### config.mk
export PLATFORM = sky130hd
export DESIGN_NAME = muldiv_top
export DESIGN_NICKNAME = d
export VERILOG_FILES = /design/src/muldiv_data_pkg.sv /design/src/muldiv_ctrl_pkg.sv /design/src/muldiv_fsm.sv /design/src/muldiv_booth.sv /design/src/muldiv_nrdiv.sv /design/src/muldiv_shared_dp.sv /design/src/muldiv_top.sv
export SDC_FILE = /design/constraint.sdc
export NUM_CORES = 1
export LEC_CHECK = 0
export ABC_CLOCK_PERIOD_IN_PS = 12000
export BUFFER_PORTS_ARGS = -buffer_cell sky130_fd_sc_hd__buf_2
export CORE_UTILIZATION = 36
export CTS_CLUSTER_SIZE = 16
export DETAILED_ROUTE_END_ITERATION = 10
export REMOVE_ABC_BUFFERS = 1
export SLEW_MARGIN = 20
export SYNTH_ARGS = -nofsm -noshare
export SYNTH_HDL_FRONTEND = slang
export SYNTH_HIERARCHICAL = 1
export SYNTH_SLANG_ARGS = --single-unit
### constraint.sdc
create_clock -name clk -period 12 [get_ports clk]
set_clock_uncertainty 0.15 [all_clocks]
set_input_delay 2.4 -clock clk [delete_from_list [all_inputs] [get_ports clk]]
set_output_delay 2.4 -clock clk [all_outputs]
set_load 0.01 [all_outputs]
### src/muldiv_data_pkg.sv
////////////////////////////////////////////////////////////
// Datapath widths, step counts and vector types of the
// multiply/divide unit. Every RTL module imports it.
////////////////////////////////////////////////////////////
`default_nettype none

package muldiv_data_pkg;

  // Operand and result word
  localparam int XLEN = 32;
  // Sign-extended operand, also the width of each step register
  localparam int EXT_W = XLEN + 1;
  // Shared adder width with two Booth guard bits
  localparam int SUM_W = XLEN + 3;
  // Divider works on the low 34 bits of the adder
  localparam int DIV_W = XLEN + 2;

  // Execute steps per operation class
  localparam int MUL_STEPS = 16;
  localparam int DIV_STEPS = 32;
  // Counter must reach DIV_STEPS
  localparam int CNT_W = 6;

  typedef logic [XLEN-1:0]  xlen_t;
  typedef logic [EXT_W-1:0] ext_t;
  typedef logic [SUM_W-1:0] sum_t;
  typedef logic [CNT_W-1:0] cnt_t;

endpackage

`default_nettype wire

### src/muldiv_ctrl_pkg.sv
////////////////////////////////////////////////////////////
// Operation codes and FSM states of the multiply/divide unit
////////////////////////////////////////////////////////////
`default_nettype none

package muldiv_ctrl_pkg;

  // Top bit set marks a divide-class operation
  typedef enum logic [2:0] {
    OP_MUL    = 3'd0,
    OP_MULH   = 3'd1,
    OP_MULHSU = 3'd2,
    OP_MULHU  = 3'd3,
    OP_DIV    = 3'd4,
    OP_DIVU   = 3'd5,
    OP_REM    = 3'd6,
    OP_REMU   = 3'd7
  } muldiv_op_e;

  // Idle also covers the first step of a new request
  typedef enum logic [2:0] {
    ST_IDLE      = 3'd0,
    ST_EXEC      = 3'd1,
    ST_REMD_CHCK = 3'd2,
    ST_QUOT_CORR = 3'd3,
    ST_REMD_CORR = 3'd4
  } muldiv_state_e;

endpackage

`default_nettype wire

### src/muldiv_fsm.sv
////////////////////////////////////////////////////////////
// Control FSM of the multiply/divide unit. Runs the step
// counter, the valid/ready handshake and the step-register
// enables for both the Booth multiplier and the divider.
////////////////////////////////////////////////////////////
`default_nettype none

module muldiv_fsm (
  input  wire logic                          clk,
  input  wire logic                          i_arst_n,
  input  wire logic                          i_valid,
  input  wire muldiv_ctrl_pkg::muldiv_op_e   i_op,
  input  wire logic                          i_special,
  input  wire logic                          i_need_corr,
  input  wire logic                          i_o_ready,
  output logic                               o_i_ready,
  output logic                               o_valid,
  output muldiv_ctrl_pkg::muldiv_state_e     o_state,
  output muldiv_data_pkg::cnt_t              o_cnt,
  output logic                               o_buf0_ena,
  output logic                               o_buf1_ena
);
  import muldiv_data_pkg::*;
  import muldiv_ctrl_pkg::*;

  muldiv_state_e state_q;
  muldiv_state_e state_d;
  cnt_t          cnt_q;
  logic          is_div;
  logic          exec_last;
  logic          wbck;
  logic          o_hsk;
  logic          exec_step;
  logic          exec_exit;

  assign is_div    = i_op[2];
  // Last execute step depends on the operation class
  assign exec_last = is_div ? (cnt_q == cnt_t'(DIV_STEPS)) : (cnt_q == cnt_t'(MUL_STEPS));

  // Result ready: special case at once, multiply after the last step,
  // divide after the check or after the remainder correction
  assign wbck = ((state_q == ST_IDLE) & i_special)
              | ((state_q == ST_EXEC) & exec_last & ~is_div)
              | ((state_q == ST_REMD_CHCK) & ~i_need_corr)
              | (state_q == ST_REMD_CORR);

  assign o_valid   = wbck & i_valid;
  assign o_i_ready = o_valid & i_o_ready;
  assign o_hsk     = o_i_ready;

  // First step happens in idle, the rest in exec
  assign exec_step = ((state_q == ST_IDLE) & i_valid & ~i_special)
                   | ((state_q == ST_EXEC) & ~exec_last);
  assign exec_exit = (state_q == ST_EXEC) & exec_last & (is_div | o_hsk);

  assign o_buf0_ena = exec_step | exec_exit | ((state_q == ST_REMD_CORR) & o_hsk);
  assign o_buf1_ena = exec_step | exec_exit | (state_q == ST_QUOT_CORR);

  always_comb begin
    state_d = state_q;
    case (state_q)
      ST_IDLE:      if (i_valid & ~i_special) state_d = ST_EXEC;
      ST_EXEC: begin
        if (exec_last & is_div) begin
          state_d = ST_REMD_CHCK;
        end else if (exec_last & o_hsk) begin
          state_d = ST_IDLE;
        end
      end
      ST_REMD_CHCK: begin
        if (i_need_corr) begin
          state_d = ST_QUOT_CORR;
        end else if (o_hsk) begin
          state_d = ST_IDLE;
        end
      end
      ST_QUOT_CORR: state_d = ST_REMD_CORR;
      ST_REMD_CORR: if (o_hsk) state_d = ST_IDLE;
      default:      state_d = ST_IDLE;
    endcase
  end

  always_ff @(posedge clk or negedge i_arst_n) begin
    if (!i_arst_n) begin
      state_q <= ST_IDLE;
    end else begin
      state_q <= state_d;
    end
  end

  // Counter starts at 1 because the idle cycle is step 0
  always_ff @(posedge clk or negedge i_arst_n) begin
    if (!i_arst_n) begin
      cnt_q <= '0;
    end else if (exec_step) begin
      cnt_q <= (state_q == ST_IDLE) ? cnt_t'(1) : cnt_q + cnt_t'(1);
    end
  end

  assign o_state = state_q;
  assign o_cnt   = cnt_q;

  ////////////////////////////////////////////////////////////
  // Checks

  // A stalled result keeps its request alive
  a_valid_held: assert property (@(posedge clk) disable iff (!i_arst_n)
    (o_valid && !i_o_ready) |=> (i_valid && o_valid))
    else $error("o_valid dropped or i_valid released under back-pressure");

  a_cnt_range: assert property (@(posedge clk) disable iff (!i_arst_n)
    cnt_q <= cnt_t'(DIV_STEPS))
    else $error("step counter beyond DIV_STEPS");

  // Operands are read on every step, so the request must not move while busy
  a_req_held: assert property (@(posedge clk) disable iff (!i_arst_n)
    (state_q != ST_IDLE) |-> (i_valid && $stable(i_op)))
    else $error("request dropped or changed while the unit is busy");

endmodule

`default_nettype wire

### src/muldiv_booth.sv
////////////////////////////////////////////////////////////
// Radix-4 Booth multiplier step. Forms the adder operands,
// the next product halves and the multiply result.
////////////////////////////////////////////////////////////
`default_nettype none

module muldiv_booth (
  input  wire logic                          clk,
  input  wire logic                          i_arst_n,
  input  wire muldiv_data_pkg::xlen_t        i_rs1,
  input  wire muldiv_data_pkg::xlen_t        i_rs2,
  input  wire muldiv_ctrl_pkg::muldiv_op_e   i_op,
  input  wire muldiv_ctrl_pkg::muldiv_state_e i_state,
  input  wire muldiv_data_pkg::cnt_t         i_cnt,
  input  wire muldiv_data_pkg::ext_t         i_buf0,
  input  wire muldiv_data_pkg::ext_t         i_buf1,
  input  wire muldiv_data_pkg::sum_t         i_sum,
  input  wire logic                          i_buf1_ena,
  output muldiv_data_pkg::sum_t              o_op1,
  output muldiv_data_pkg::sum_t              o_op2,
  output logic                               o_sub,
  output muldiv_data_pkg::ext_t              o_buf0_nxt,
  output muldiv_data_pkg::ext_t              o_buf1_nxt,
  output muldiv_data_pkg::xlen_t             o_result
);
  import muldiv_data_pkg::*;
  import muldiv_ctrl_pkg::*;

  logic       rs1_sign;
  logic       rs2_sign;
  logic       first;
  logic       last;
  logic       sft1_q;
  logic [2:0] code;
  logic       sel_one;
  logic       sel_two;

  // MULHU treats both operands as unsigned, MULHSU only rs2
  assign rs1_sign = (i_op == OP_MULHU) ? 1'b0 : i_rs1[XLEN-1];
  assign rs2_sign = ((i_op == OP_MULHSU) | (i_op == OP_MULHU)) ? 1'b0 : i_rs2[XLEN-1];

  assign first = (i_state == ST_IDLE);
  assign last  = (i_cnt == cnt_t'(MUL_STEPS));

  // Booth window of three multiplier bits
  assign code = first ? {i_rs1[1:0], 1'b0}
              : last  ? {rs1_sign, i_buf1[0], sft1_q}
              :         {i_buf1[1:0], sft1_q};

  assign sel_two  = (code == 3'b011) | (code == 3'b100);
  assign sel_one  = (code == 3'b001) | (code == 3'b010) | (code == 3'b101) | (code == 3'b110);
  // Upper half of the table subtracts
  assign o_sub    = code[2];

  assign o_op1 = first ? '0 : {i_buf0[XLEN], i_buf0[XLEN], i_buf0};
  assign o_op2 = sel_one ? {{3{rs2_sign}}, i_rs2}
               : sel_two ? {{2{rs2_sign}}, i_rs2, 1'b0}
               :           '0;

  // Product shifts right by two per step
  assign o_buf0_nxt = i_sum[SUM_W-1:2];
  assign o_buf1_nxt = {i_sum[1:0], first ? {rs1_sign, i_rs1[XLEN-1:2]} : i_buf1[XLEN:2]};

  // Bit shifted out of the low half, next step's Booth LSB
  always_ff @(posedge clk or negedge i_arst_n) begin
    if (!i_arst_n) begin
      sft1_q <= 1'b0;
    end else if (i_buf1_ena) begin
      sft1_q <= first ? i_rs1[1] : i_buf1[1];
    end
  end

  // High word comes straight from the adder on the last step
  assign o_result = (i_op == OP_MUL) ? i_buf1[XLEN:1] : i_sum[XLEN-1:0];

  // Last window holds only the multiplier sign and rs1[31], so it never picks two
  a_booth_last: assert property (@(posedge clk) disable iff (!i_arst_n)
    (!i_op[2] && (i_state == ST_EXEC) && last)
      |-> ((i_buf1[0] == rs1_sign) && (sft1_q == i_rs1[XLEN-1])))
    else $error("Booth window misaligned on the last multiply step");

endmodule

`default_nettype wire

### src/muldiv_nrdiv.sv
////////////////////////////////////////////////////////////
// Non-restoring divider step with remainder check and the
// quotient/remainder correction. Also answers divide by
// zero and signed overflow without running the steps.
////////////////////////////////////////////////////////////
`default_nettype none

module muldiv_nrdiv (
  input  wire logic                          clk,
  input  wire logic                          i_arst_n,
  input  wire muldiv_data_pkg::xlen_t        i_rs1,
  input  wire muldiv_data_pkg::xlen_t        i_rs2,
  input  wire muldiv_ctrl_pkg::muldiv_op_e   i_op,
  input  wire muldiv_ctrl_pkg::muldiv_state_e i_state,
  input  wire muldiv_data_pkg::cnt_t         i_cnt,
  input  wire muldiv_data_pkg::ext_t         i_buf0,
  input  wire muldiv_data_pkg::ext_t         i_buf1,
  input  wire muldiv_data_pkg::sum_t         i_sum,
  input  wire logic                          i_buf0_ena,
  output muldiv_data_pkg::sum_t              o_op1,
  output muldiv_data_pkg::sum_t              o_op2,
  output logic                               o_sub,
  output muldiv_data_pkg::ext_t              o_buf0_nxt,
  output muldiv_data_pkg::ext_t              o_buf1_nxt,
  output logic                               o_need_corr,
  output logic                               o_special,
  output muldiv_data_pkg::xlen_t             o_result
);
  import muldiv_data_pkg::*;
  import muldiv_ctrl_pkg::*;

  logic             is_uns;
  logic             quot_sel;
  logic             s1;
  logic             s2;
  logic             q0;
  logic             cur_q;
  logic             sft1_q;
  logic             quot_dec;
  logic             div_by_0;
  logic             div_ovf;
  logic [DIV_W-1:0] divisor;
  logic [DIV_W-1:0] op1;
  logic [DIV_W-1:0] op2;
  ext_t             q_src;
  xlen_t            special_res;
  xlen_t            remd;

  assign is_uns   = (i_op == OP_DIVU) | (i_op == OP_REMU);
  assign quot_sel = (i_op == OP_DIV) | (i_op == OP_DIVU);
  assign s1       = ~is_uns & i_rs1[XLEN-1];
  assign s2       = ~is_uns & i_rs2[XLEN-1];
  assign divisor  = {s2, s2, i_rs2};

  // First quotient digit is -1 when dividend and divisor signs differ
  assign q0    = ~(s1 ^ s2);
  assign cur_q = ~(i_sum[DIV_W-1] ^ s2);
  // Quotient bits shift in from the bottom, dividend bits out of the top
  assign q_src = (i_state == ST_IDLE) ? {i_rs1, q0} : i_buf1;
  // Sign of the remainder against the divisor sets the correction direction
  assign quot_dec = i_buf0[XLEN] ^ s2;

  always_comb begin
    op1        = (i_state == ST_IDLE) ? {DIV_W{s1}} : {sft1_q, i_buf0};
    op2        = divisor;
    o_sub      = (i_state == ST_IDLE) ? q0 : i_buf1[0];
    o_buf0_nxt = {i_sum[XLEN-1:0], q_src[XLEN]};
    o_buf1_nxt = {q_src[XLEN-1:0], cur_q};
    case (i_state)
      ST_EXEC: begin
        // Final step keeps the remainder unshifted and ends the quotient in 1
        if (i_cnt == cnt_t'(DIV_STEPS)) begin
          o_buf0_nxt = i_sum[XLEN:0];
          o_buf1_nxt = {i_buf1[XLEN-1:0], 1'b1};
        end
      end
      ST_REMD_CHCK: begin
        op1   = {i_buf0[XLEN], i_buf0};
        o_sub = 1'b0;
      end
      ST_QUOT_CORR: begin
        op1        = {i_buf1[XLEN], i_buf1};
        op2        = DIV_W'(1);
        o_sub      = quot_dec;
        o_buf1_nxt = i_sum[XLEN:0];
      end
      ST_REMD_CORR: begin
        op1        = {i_buf0[XLEN], i_buf0};
        o_sub      = ~quot_dec;
        o_buf0_nxt = i_sum[XLEN:0];
      end
      default: ;
    endcase
  end

  assign o_op1 = {1'b0, op1};
  assign o_op2 = {1'b0, op2};

  // Adder bit 32 extends the stored remainder on the next step
  always_ff @(posedge clk or negedge i_arst_n) begin
    if (!i_arst_n) begin
      sft1_q <= 1'b0;
    end else if (i_buf0_ena) begin
      sft1_q <= i_sum[XLEN];
    end
  end

  // Correct when the remainder sign is wrong or it equals +/- divisor
  assign o_need_corr = (i_state == ST_REMD_CHCK) & i_op[2]
                     & ((((i_buf0[XLEN] ^ s1) & (i_buf0 != '0)))
                       | (i_sum[DIV_W-1:0] == '0)
                       | (i_buf0 == divisor[XLEN:0]));

  ////////////////////////////////////////////////////////////
  // Special cases and result

  assign div_by_0 = (i_rs2 == '0);
  assign div_ovf  = ((i_op == OP_DIV) | (i_op == OP_REM)) & (&i_rs2)
                  & (i_rs1 == {1'b1, {(XLEN-1){1'b0}}});
  assign o_special = (i_op[2] & div_by_0) | div_ovf;

  assign special_res = div_by_0 ? (quot_sel ? '1 : i_rs1)
                     : (quot_sel ? {1'b1, {(XLEN-1){1'b0}}} : '0);

  // Corrected remainder is taken from the adder to save a cycle
  assign remd = (i_state == ST_REMD_CORR) ? i_sum[XLEN-1:0] : i_buf0[XLEN-1:0];

  assign o_result = o_special ? special_res
                  : quot_sel  ? i_buf1[XLEN-1:0]
                  :             remd;

  // A special request never starts the steps, and a running divide keeps its operands
  a_special_idle: assert property (@(posedge clk) disable iff (!i_arst_n)
    o_special |-> (i_state == ST_IDLE))
    else $error("special case flagged while an operation is running");

endmodule

`default_nettype wire

### src/muldiv_shared_dp.sv
////////////////////////////////////////////////////////////
// Shared adder and the two 33-bit step registers used by
// both the multiplier and the divider, plus result select.
////////////////////////////////////////////////////////////
`default_nettype none

module muldiv_shared_dp (
  input  wire logic                          clk,
  input  wire logic                          i_arst_n,
  input  wire muldiv_ctrl_pkg::muldiv_op_e   i_op,
  input  wire muldiv_data_pkg::sum_t         i_mul_op1,
  input  wire muldiv_data_pkg::sum_t         i_mul_op2,
  input  wire logic                          i_mul_sub,
  input  wire muldiv_data_pkg::sum_t         i_div_op1,
  input  wire muldiv_data_pkg::sum_t         i_div_op2,
  input  wire logic                          i_div_sub,
  input  wire muldiv_data_pkg::ext_t         i_mul_buf0_nxt,
  input  wire muldiv_data_pkg::ext_t         i_mul_buf1_nxt,
  input  wire muldiv_data_pkg::ext_t         i_div_buf0_nxt,
  input  wire muldiv_data_pkg::ext_t         i_div_buf1_nxt,
  input  wire logic                          i_buf0_ena,
  input  wire logic                          i_buf1_ena,
  input  wire muldiv_data_pkg::xlen_t        i_mul_result,
  input  wire muldiv_data_pkg::xlen_t        i_div_result,
  input  wire logic                          i_special,
  output muldiv_data_pkg::sum_t              o_sum,
  output muldiv_data_pkg::ext_t              o_buf0,
  output muldiv_data_pkg::ext_t              o_buf1,
  output muldiv_data_pkg::xlen_t             o_wdata
);
  import muldiv_data_pkg::*;
  import muldiv_ctrl_pkg::*;

  logic is_div;
  sum_t op1;
  sum_t op2;
  logic sub;

  assign is_div = i_op[2];
  assign op1    = is_div ? i_div_op1 : i_mul_op1;
  assign op2    = is_div ? i_div_op2 : i_mul_op2;
  assign sub    = is_div ? i_div_sub : i_mul_sub;

  // Subtract as invert plus carry in
  assign o_sum = op1 + (sub ? ~op2 : op2) + sum_t'(sub);

  // buf0 holds product high or remainder, buf1 product low or quotient
  always_ff @(posedge clk or negedge i_arst_n) begin
    if (!i_arst_n) begin
      o_buf0 <= '0;
      o_buf1 <= '0;
    end else begin
      if (i_buf0_ena) o_buf0 <= is_div ? i_div_buf0_nxt : i_mul_buf0_nxt;
      if (i_buf1_ena) o_buf1 <= is_div ? i_div_buf1_nxt : i_mul_buf1_nxt;
    end
  end

  // Special answers come only from the divider path
  assign o_wdata = (is_div | i_special) ? i_div_result : i_mul_result;

endmodule

`default_nettype wire

### src/muldiv_top.sv
////////////////////////////////////////////////////////////
// Top of the sequential RISC-V M-extension unit. Request and
// result complete together in one valid/ready handshake.
////////////////////////////////////////////////////////////
`default_nettype none

module muldiv_top (
  input  wire logic                          clk,
  input  wire logic                          i_arst_n,
  input  wire logic                          i_valid,
  input  wire muldiv_ctrl_pkg::muldiv_op_e   i_op,
  input  wire muldiv_data_pkg::xlen_t        i_rs1,
  input  wire muldiv_data_pkg::xlen_t        i_rs2,
  input  wire logic                          i_o_ready,
  output logic                               o_i_ready,
  output logic                               o_valid,
  output muldiv_data_pkg::xlen_t             o_wdata
);
  import muldiv_data_pkg::*;
  import muldiv_ctrl_pkg::*;

  muldiv_state_e state;
  cnt_t          cnt;
  logic          buf0_ena;
  logic          buf1_ena;
  logic          need_corr;
  logic          special;
  sum_t          sum;
  ext_t          buf0;
  ext_t          buf1;
  // Multiplier side
  sum_t          mul_op1;
  sum_t          mul_op2;
  logic          mul_sub;
  ext_t          mul_buf0_nxt;
  ext_t          mul_buf1_nxt;
  xlen_t         mul_result;
  // Divider side
  sum_t          div_op1;
  sum_t          div_op2;
  logic          div_sub;
  ext_t          div_buf0_nxt;
  ext_t          div_buf1_nxt;
  xlen_t         div_result;

  muldiv_fsm u_fsm (
    .clk, .i_arst_n, .i_valid, .i_op,
    .i_special(special), .i_need_corr(need_corr), .i_o_ready,
    .o_i_ready, .o_valid, .o_state(state), .o_cnt(cnt),
    .o_buf0_ena(buf0_ena), .o_buf1_ena(buf1_ena)
  );

  muldiv_booth u_booth (
    .clk, .i_arst_n, .i_rs1, .i_rs2, .i_op, .i_state(state), .i_cnt(cnt),
    .i_buf0(buf0), .i_buf1(buf1), .i_sum(sum), .i_buf1_ena(buf1_ena),
    .o_op1(mul_op1), .o_op2(mul_op2), .o_sub(mul_sub),
    .o_buf0_nxt(mul_buf0_nxt), .o_buf1_nxt(mul_buf1_nxt), .o_result(mul_result)
  );

  muldiv_nrdiv u_nrdiv (
    .clk, .i_arst_n, .i_rs1, .i_rs2, .i_op, .i_state(state), .i_cnt(cnt),
    .i_buf0(buf0), .i_buf1(buf1), .i_sum(sum), .i_buf0_ena(buf0_ena),
    .o_op1(div_op1), .o_op2(div_op2), .o_sub(div_sub),
    .o_buf0_nxt(div_buf0_nxt), .o_buf1_nxt(div_buf1_nxt),
    .o_need_corr(need_corr), .o_special(special), .o_result(div_result)
  );

  muldiv_shared_dp u_dp (
    .clk, .i_arst_n, .i_op,
    .i_mul_op1(mul_op1), .i_mul_op2(mul_op2), .i_mul_sub(mul_sub),
    .i_div_op1(div_op1), .i_div_op2(div_op2), .i_div_sub(div_sub),
    .i_mul_buf0_nxt(mul_buf0_nxt), .i_mul_buf1_nxt(mul_buf1_nxt),
    .i_div_buf0_nxt(div_buf0_nxt), .i_div_buf1_nxt(div_buf1_nxt),
    .i_buf0_ena(buf0_ena), .i_buf1_ena(buf1_ena),
    .i_mul_result(mul_result), .i_div_result(div_result), .i_special(special),
    .o_sum(sum), .o_buf0(buf0), .o_buf1(buf1), .o_wdata
  );

endmodule

`default_nettype wire

Word-level counts from Yosys, hierarchy flattened
Cells that the tools add are included.
Storage, ports and cells
  flip-flop bits (word level): 77
  output and inout port bits: 34
Operators by class
  $add $sub $neg: 3
  bitwise logic cells: 55
  equality and inequality tests: 22
  muxes and demuxes: 41
  reduce and logical (&&, ||, !) cells: 8
Operator list (number)
  two-way mux 32 bit: 8
  two-way mux 35 bit: 6
  two-way mux 33 bit: 5
  case mux 33 bit (2 select lines): 2
  two-way mux 34 bit: 2
  case mux 34 bit (2 select lines): 1
  adder 35 x 1 -> 35 bit: 1
  adder 35 bit: 1
  inverter 35 bit: 1
  logical NOT 34 bit: 1
  equality test 33 bit: 1
  nonzero test 33 bit: 1
  equality test 32 bit (second input constant): 1
  logical NOT 32 bit: 1
  AND reduction 32 bit: 1
  two-way mux 31 bit: 1
  equality test 3 bit (second input constant): 8
  bitwise AND 1 bit: 22
  two-way mux 3 bit: 7
  bitwise OR 1 bit: 20
  equality test 3 x 2 -> 1 bit (second input constant): 6
  case mux 3 bit (5 select lines): 1
  inverter 1 bit: 8
  adder 6 x 1 -> 6 bit (second input constant): 1
  other kinds (12): 22

Logic depth before layout (Yosys ltp)
  depth after elaboration: 28
  depth in mapped cells: 36
  mapped depth without buffers: 31

Cells and area by module
The synthesis kept the hierarchy.
By module, submodules not included
  muldiv_shared_dp: area each 6407.4 sq um, cells each 727, seq. area each 1651.6 sq um, instances 1
  muldiv_nrdiv: area each 4498.1 sq um, cells each 740, seq. area each 25.0 sq um, instances 1
  muldiv_booth: area each 2728.9 sq um, cells each 426, seq. area each 25.0 sq um, instances 1
  muldiv_fsm: area each 639.4 sq um, cells each 69, seq. area each 225.2 sq um, instances 1

Least setup slack after synthesis
Ideal clock, no wire load.
  kind: input -> output
  start point: input i_op[2]
  end point: output o_valid
  slack: 2.072 ns
  buffers on the path: 4
  arrival: 7.378 ns
  stages: 28
  cells stage by stage: nand3b_1 nand4_4 and2_4 buf_6 buf_6 a21oi_2 mux2i_4 clkbuf_1 xor2_1 ha_1 buf_2 nand2_1 o211ai_1 nand4_1 a32o_1 a31o_2 o31a_1 o21ai_1 xnor2_1 nor4_1 nand4_1 nor2_1 nand3_1 a311oi_1 o21ai_0 o31ai_2 o22ai_1 and2_1
On the way
  cells in the longest elaborated chain, start to end: 23
RTL lines
  start, declared: RTL line muldiv_top.sv:11  | input wire muldiv_ctrl_pkg::muldiv_op_e i_op,
  equality test 3 x 2 -> 1 bit *: RTL line muldiv_booth.sv:39  | assign rs1_sign = (i_op == OP_MULHU) ? 1'b0 : i_rs1[XLEN-1];
  two-way mux 1 bit *: RTL line muldiv_booth.sv:39
  two-way mux 3 bit *: RTL line muldiv_booth.sv:47  | : last ? {rs1_sign, i_buf1[0], sft1_q}
  two-way mux 3 bit *: RTL line muldiv_booth.sv:46  | assign code = first ? {i_rs1[1:0], 1'b0}
  via mul_sub: RTL line muldiv_top.sv:34  | logic mul_sub;
  equality test 3 x 1 -> 1 bit / equality test 3 x 2 -> 1 bit (equally long branches): RTL line muldiv_booth.sv:51  | assign sel_one = (code == 3'b001) | (code == 3'b010) | (code == 3'b101) | (code == 3'b110);
  bitwise OR 1 bit (3 in a row): RTL line muldiv_booth.sv:51
  two-way mux 35 bit: RTL line muldiv_booth.sv:56  | assign o_op2 = sel_one ? {{3{rs2_sign}}, i_rs2}
  [... 5 more ...]
  via sum[28]: RTL line muldiv_top.sv:28  | sum_t sum;
  [... 2 more ...]
  bitwise OR 1 bit *: RTL line muldiv_nrdiv.sv:112  | | (i_buf0 == divisor[XLEN:0]));
  bitwise AND 1 bit *: RTL line muldiv_nrdiv.sv:110  | & ((((i_buf0[XLEN] ^ s1) & (i_buf0 != '0)))
  via need_corr: RTL line muldiv_top.sv:26  | logic need_corr;
  inverter 1 bit *: RTL line muldiv_fsm.sv:44  | | ((state_q == ST_REMD_CHCK) & ~i_need_corr)
  bitwise AND 1 bit *: RTL line muldiv_fsm.sv:44
  bitwise OR 1 bit *: RTL line muldiv_fsm.sv:44
  bitwise OR 1 bit *: RTL line muldiv_fsm.sv:45  | | (state_q == ST_REMD_CORR);
  bitwise AND 1 bit *: RTL line muldiv_fsm.sv:47  | assign o_valid = wbck & i_valid;
  end, declared: RTL line muldiv_top.sv:16  | output logic o_valid,
The timed path passes the listed nets; every way through them passes the cells marked *.

Worst setup path in the final report
  start point: input i_op[2]
  end point: output o_valid
RTL lines
  equality test 3 bit: RTL line muldiv_nrdiv.sv:49  | assign is_uns = (i_op == OP_DIVU) | (i_op == OP_REMU);
  bitwise OR 1 bit *: RTL line muldiv_nrdiv.sv:49
  inverter 1 bit *: RTL line muldiv_nrdiv.sv:51, muldiv_nrdiv.sv:52
  bitwise AND 1 bit (on tied branches): RTL line muldiv_nrdiv.sv:51, muldiv_nrdiv.sv:52
  bitwise XOR 1 bit: RTL line muldiv_nrdiv.sv:56  | assign q0 = ~(s1 ^ s2);
  inverter 1 bit: RTL line muldiv_nrdiv.sv:56
  two-way mux 1 bit: RTL line muldiv_nrdiv.sv:66  | o_sub = (i_state == ST_IDLE) ? q0 : i_buf1[0];
  case mux 1 bit (3 select lines) *: RTL line muldiv_nrdiv.sv:69  | case (i_state)
  via div_sub: RTL line muldiv_top.sv:41  | logic div_sub;
  [... 4 more ...]
  via sum[28]: RTL line muldiv_top.sv:28
  [... 2 more ...]
  bitwise OR 1 bit *: RTL line muldiv_nrdiv.sv:112
  bitwise AND 1 bit *: RTL line muldiv_nrdiv.sv:110
  via need_corr: RTL line muldiv_top.sv:26
  inverter 1 bit *: RTL line muldiv_fsm.sv:44
  bitwise AND 1 bit *: RTL line muldiv_fsm.sv:44
  bitwise OR 1 bit *: RTL line muldiv_fsm.sv:44
  bitwise OR 1 bit *: RTL line muldiv_fsm.sv:45
  bitwise AND 1 bit *: RTL line muldiv_fsm.sv:47
Marks and branches as above.

==> results.sh <==
export IMPL_cts_root_buf="clkbuf_16"
export IMPL_ant_nets=0
export IMPL_core_um2=38900
export IMPL_syn_inst=1962
export IMPL_cts_hold_buf=0
export IMPL_clk_latency_ps=370
export IMPL_cpMaxStageDelayCell="a311oi_1"
export IMPL_via_per_inst=6.13
export IMPL_antenna_found_initial=3
export IMPL_rr_startpoint="u_fsm/o_state[1]"
export IMPL_grt_max_degree=101
export IMPL_clk_pin_slew_worst_paths_ps=70
export IMPL_pin_count=105
export IMPL_grtUsageTotal_pct=27.2
export IMPL_area_growth_pct=7.02
export IMPL_start_util_pct=36.7
export IMPL_slew_viol_final=0
export IMPL_synth_distinct_cells=86
export IMPL_finalHoldViolCount=0
export IMPL_drive_gt1_share_pct=17.2
export IMPL_die_w_um=201
export IMPL_dpl_cell_count=2441
export IMPL_fin_tns_setup_ps=0
export IMPL_cp_max_fo=35
export IMPL_cts_tree="done"
export IMPL_grt_ovfl_total=0
export IMPL_post_route_util_pct=39.3
export IMPL_wl_per_cell_um=23.0
export IMPL_dpl_hpwl_mm=40.4
export IMPL_min_path_type="flip-flop to flip-flop"
export IMPL_io_buffers=104
export IMPL_cts_buffers=9
export IMPL_relSlewSlack_pct=29.7
export IMPL_die_h_um=201
export IMPL_drc_errors=0
export IMPL_slowest_delay_ps=510
export IMPL_required_ps=9450
export IMPL_critPathCapture="o_valid"
export IMPL_worst_slew_pin_slew_ps=1050
export IMPL_grt_pass1_vias=13799
export IMPL_drt_iter0_drc=1779
export IMPL_syn_area_per_cell_um2=7.28
export IMPL_max_freq_mhz=89.3
export IMPL_synth_main_ff_cell="dfrtp_1"
export IMPL_vias=15072
export IMPL_antenna_cells=0
export IMPL_cts_setup_buffers=0
export IMPL_maxCapViolCount=0
export IMPL_endpoint_kind="output port"
export IMPL_nNetsFinal=2044
export IMPL_reg2reg_depth=29
export IMPL_arrival_ps=8650
export IMPL_startpoint="i_op[2]"
export IMPL_setup_viol=0
export IMPL_ys_async_sr_fraction_pct=100
export IMPL_status="complete, no violations"
export IMPL_max_clock_path_buffers=2
export IMPL_reg2reg_slack_ps=3430
export IMPL_clock_sinks=77
export IMPL_synth_yosys_seq_area_share_pct=13.5
export IMPL_fin_crit_ps=11200
export IMPL_timing_rr_end="u_dp/o_buf0[4]"
export IMPL_dieArea_um2=40400
export IMPL_path_class="primary input to output port"
export IMPL_fp_row_count=72
export IMPL_wirelength_mm=56.5
export IMPL_netlist_area_um2=14300
export IMPL_grt_pass1_wl_mm=85.8
export IMPL_synth_edff_count=0
export IMPL_stdcell_count=2458
export IMPL_drt_pass1_iter_count=5
export IMPL_gp_congestion=0.937
export IMPL_synth_seq_cells=77
export IMPL_yosys_warnings=6
export IMPL_period_share_pct=93.3
export IMPL_cp_start_kind="primary input"
export IMPL_rsz0062_at_grt="false"
export IMPL_cts_htree_levels=3
export IMPL_cts_repair_resized=0
## synth_stat cells, drive strengths merged, types with 14 or more instances
master  number  share of area, %
buf         91               4.3
o21ai      128               4.5
nand2      272               7.2
a21oi      172               6.2
a221o       34               2.4
mux2i      139               9.8
inv         48               1.3
and2        74               3.3
nand4       66               3.0
nor4        36               1.8
nor3        14              0.53
xor2        53               3.3
ha          37               3.2
o22ai       34               1.5
nor2       141               3.7
o211ai      36               2.9
nor2b       45               2.0
dfrtp       77                13
mux2       134                11
xnor2       51               3.1
or3         33               1.4
a31oi       37               1.6
clkbuf     104               2.7
nand3       20              0.77
## sequential cells by signal, summed over array words and instances (netlist names)
signal,cells
u_dp/o_buf1,33
u_booth/sft1_q,1
u_fsm/o_state,3
u_nrdiv/sft1_q,1
u_dp/o_buf0,33
u_fsm/o_cnt,6
## worst max-delay path: cells and delay by family
family	cells	cell delay (ps)
compound gates	10	2280
simple gates	9	1660
mux	3	550
buf+inv	4	770
xor+xnor	2	430
fa+ha+maj	1	480
## cell usage in the layout (no fill, tap or decap), drive strengths merged, types with 51 or more instances in the layout
cell type,netlist,routed
xor2,53,53
a21oi,172,172
nand2,272,272
mux2,134,134
mux2i,139,139
and2,74,74
dfrtp,77,77
xnor2,51,51
nand4,66,66
o21ai,128,128
nor2,141,141
buf,91,156
## layout make-up
class	count	area, µm²
fill	4133	23600
clock buffer	9	225
inverter	48	180
sequential	77	1930
tap	518	648
clock inverter	7	97.6
timing repair buffer	156	970
multi-input combinational	1643	11200
## metrics by stage
stage	worst slack [ps]	instance area (µm²)	hold WS, ps
finish	802	15300	395
global route	455	15300	436
CTS	965	15300	392
detailed placement	986	14900	376
global placement	1140	14900	368
floorplan	789	13300	357
## cell families after synthesis
family          synth area share (%)
fa+ha+maj                       3.38
flops                           13.5
buf+inv                         8.28
simple gates                    25.6
mux                             20.5
compound gates                  22.3
other cells                   0.0263
xor+xnor                        6.38
## per-layer routing
layer | share of wire, % | routed length (µm) | GRT usage, % | up-vias
met3 | 7.4 | 4190 | 3.71 | 104
li1 | - | - | - | 6994
met1 | 43 | 24100 | 36.5 | 7246
met2 | 46 | 26000 | 43.5 | 726
met5 | 0.023 | 13 | 0 | -
met4 | 3.8 | 2160 | 11.5 | 2
## worst min path at each step
stage	startpoint	end	cells past startpoint	slack [ps]
CTS	u_nrdiv/sft1_q	u_nrdiv/sft1_q	1	390
global route	u_nrdiv/sft1_q	u_nrdiv/sft1_q	1	440
global placement	u_nrdiv/sft1_q	u_nrdiv/sft1_q	1	370
finish	u_nrdiv/sft1_q	u_nrdiv/sft1_q	1	400
floorplan	u_nrdiv/sft1_q	u_nrdiv/sft1_q	1	360
detailed placement	u_nrdiv/sft1_q	u_nrdiv/sft1_q	1	380
Power is not shown: default switching activity piles up to over one toggle a cycle in this logic, so the estimate is an artifact.
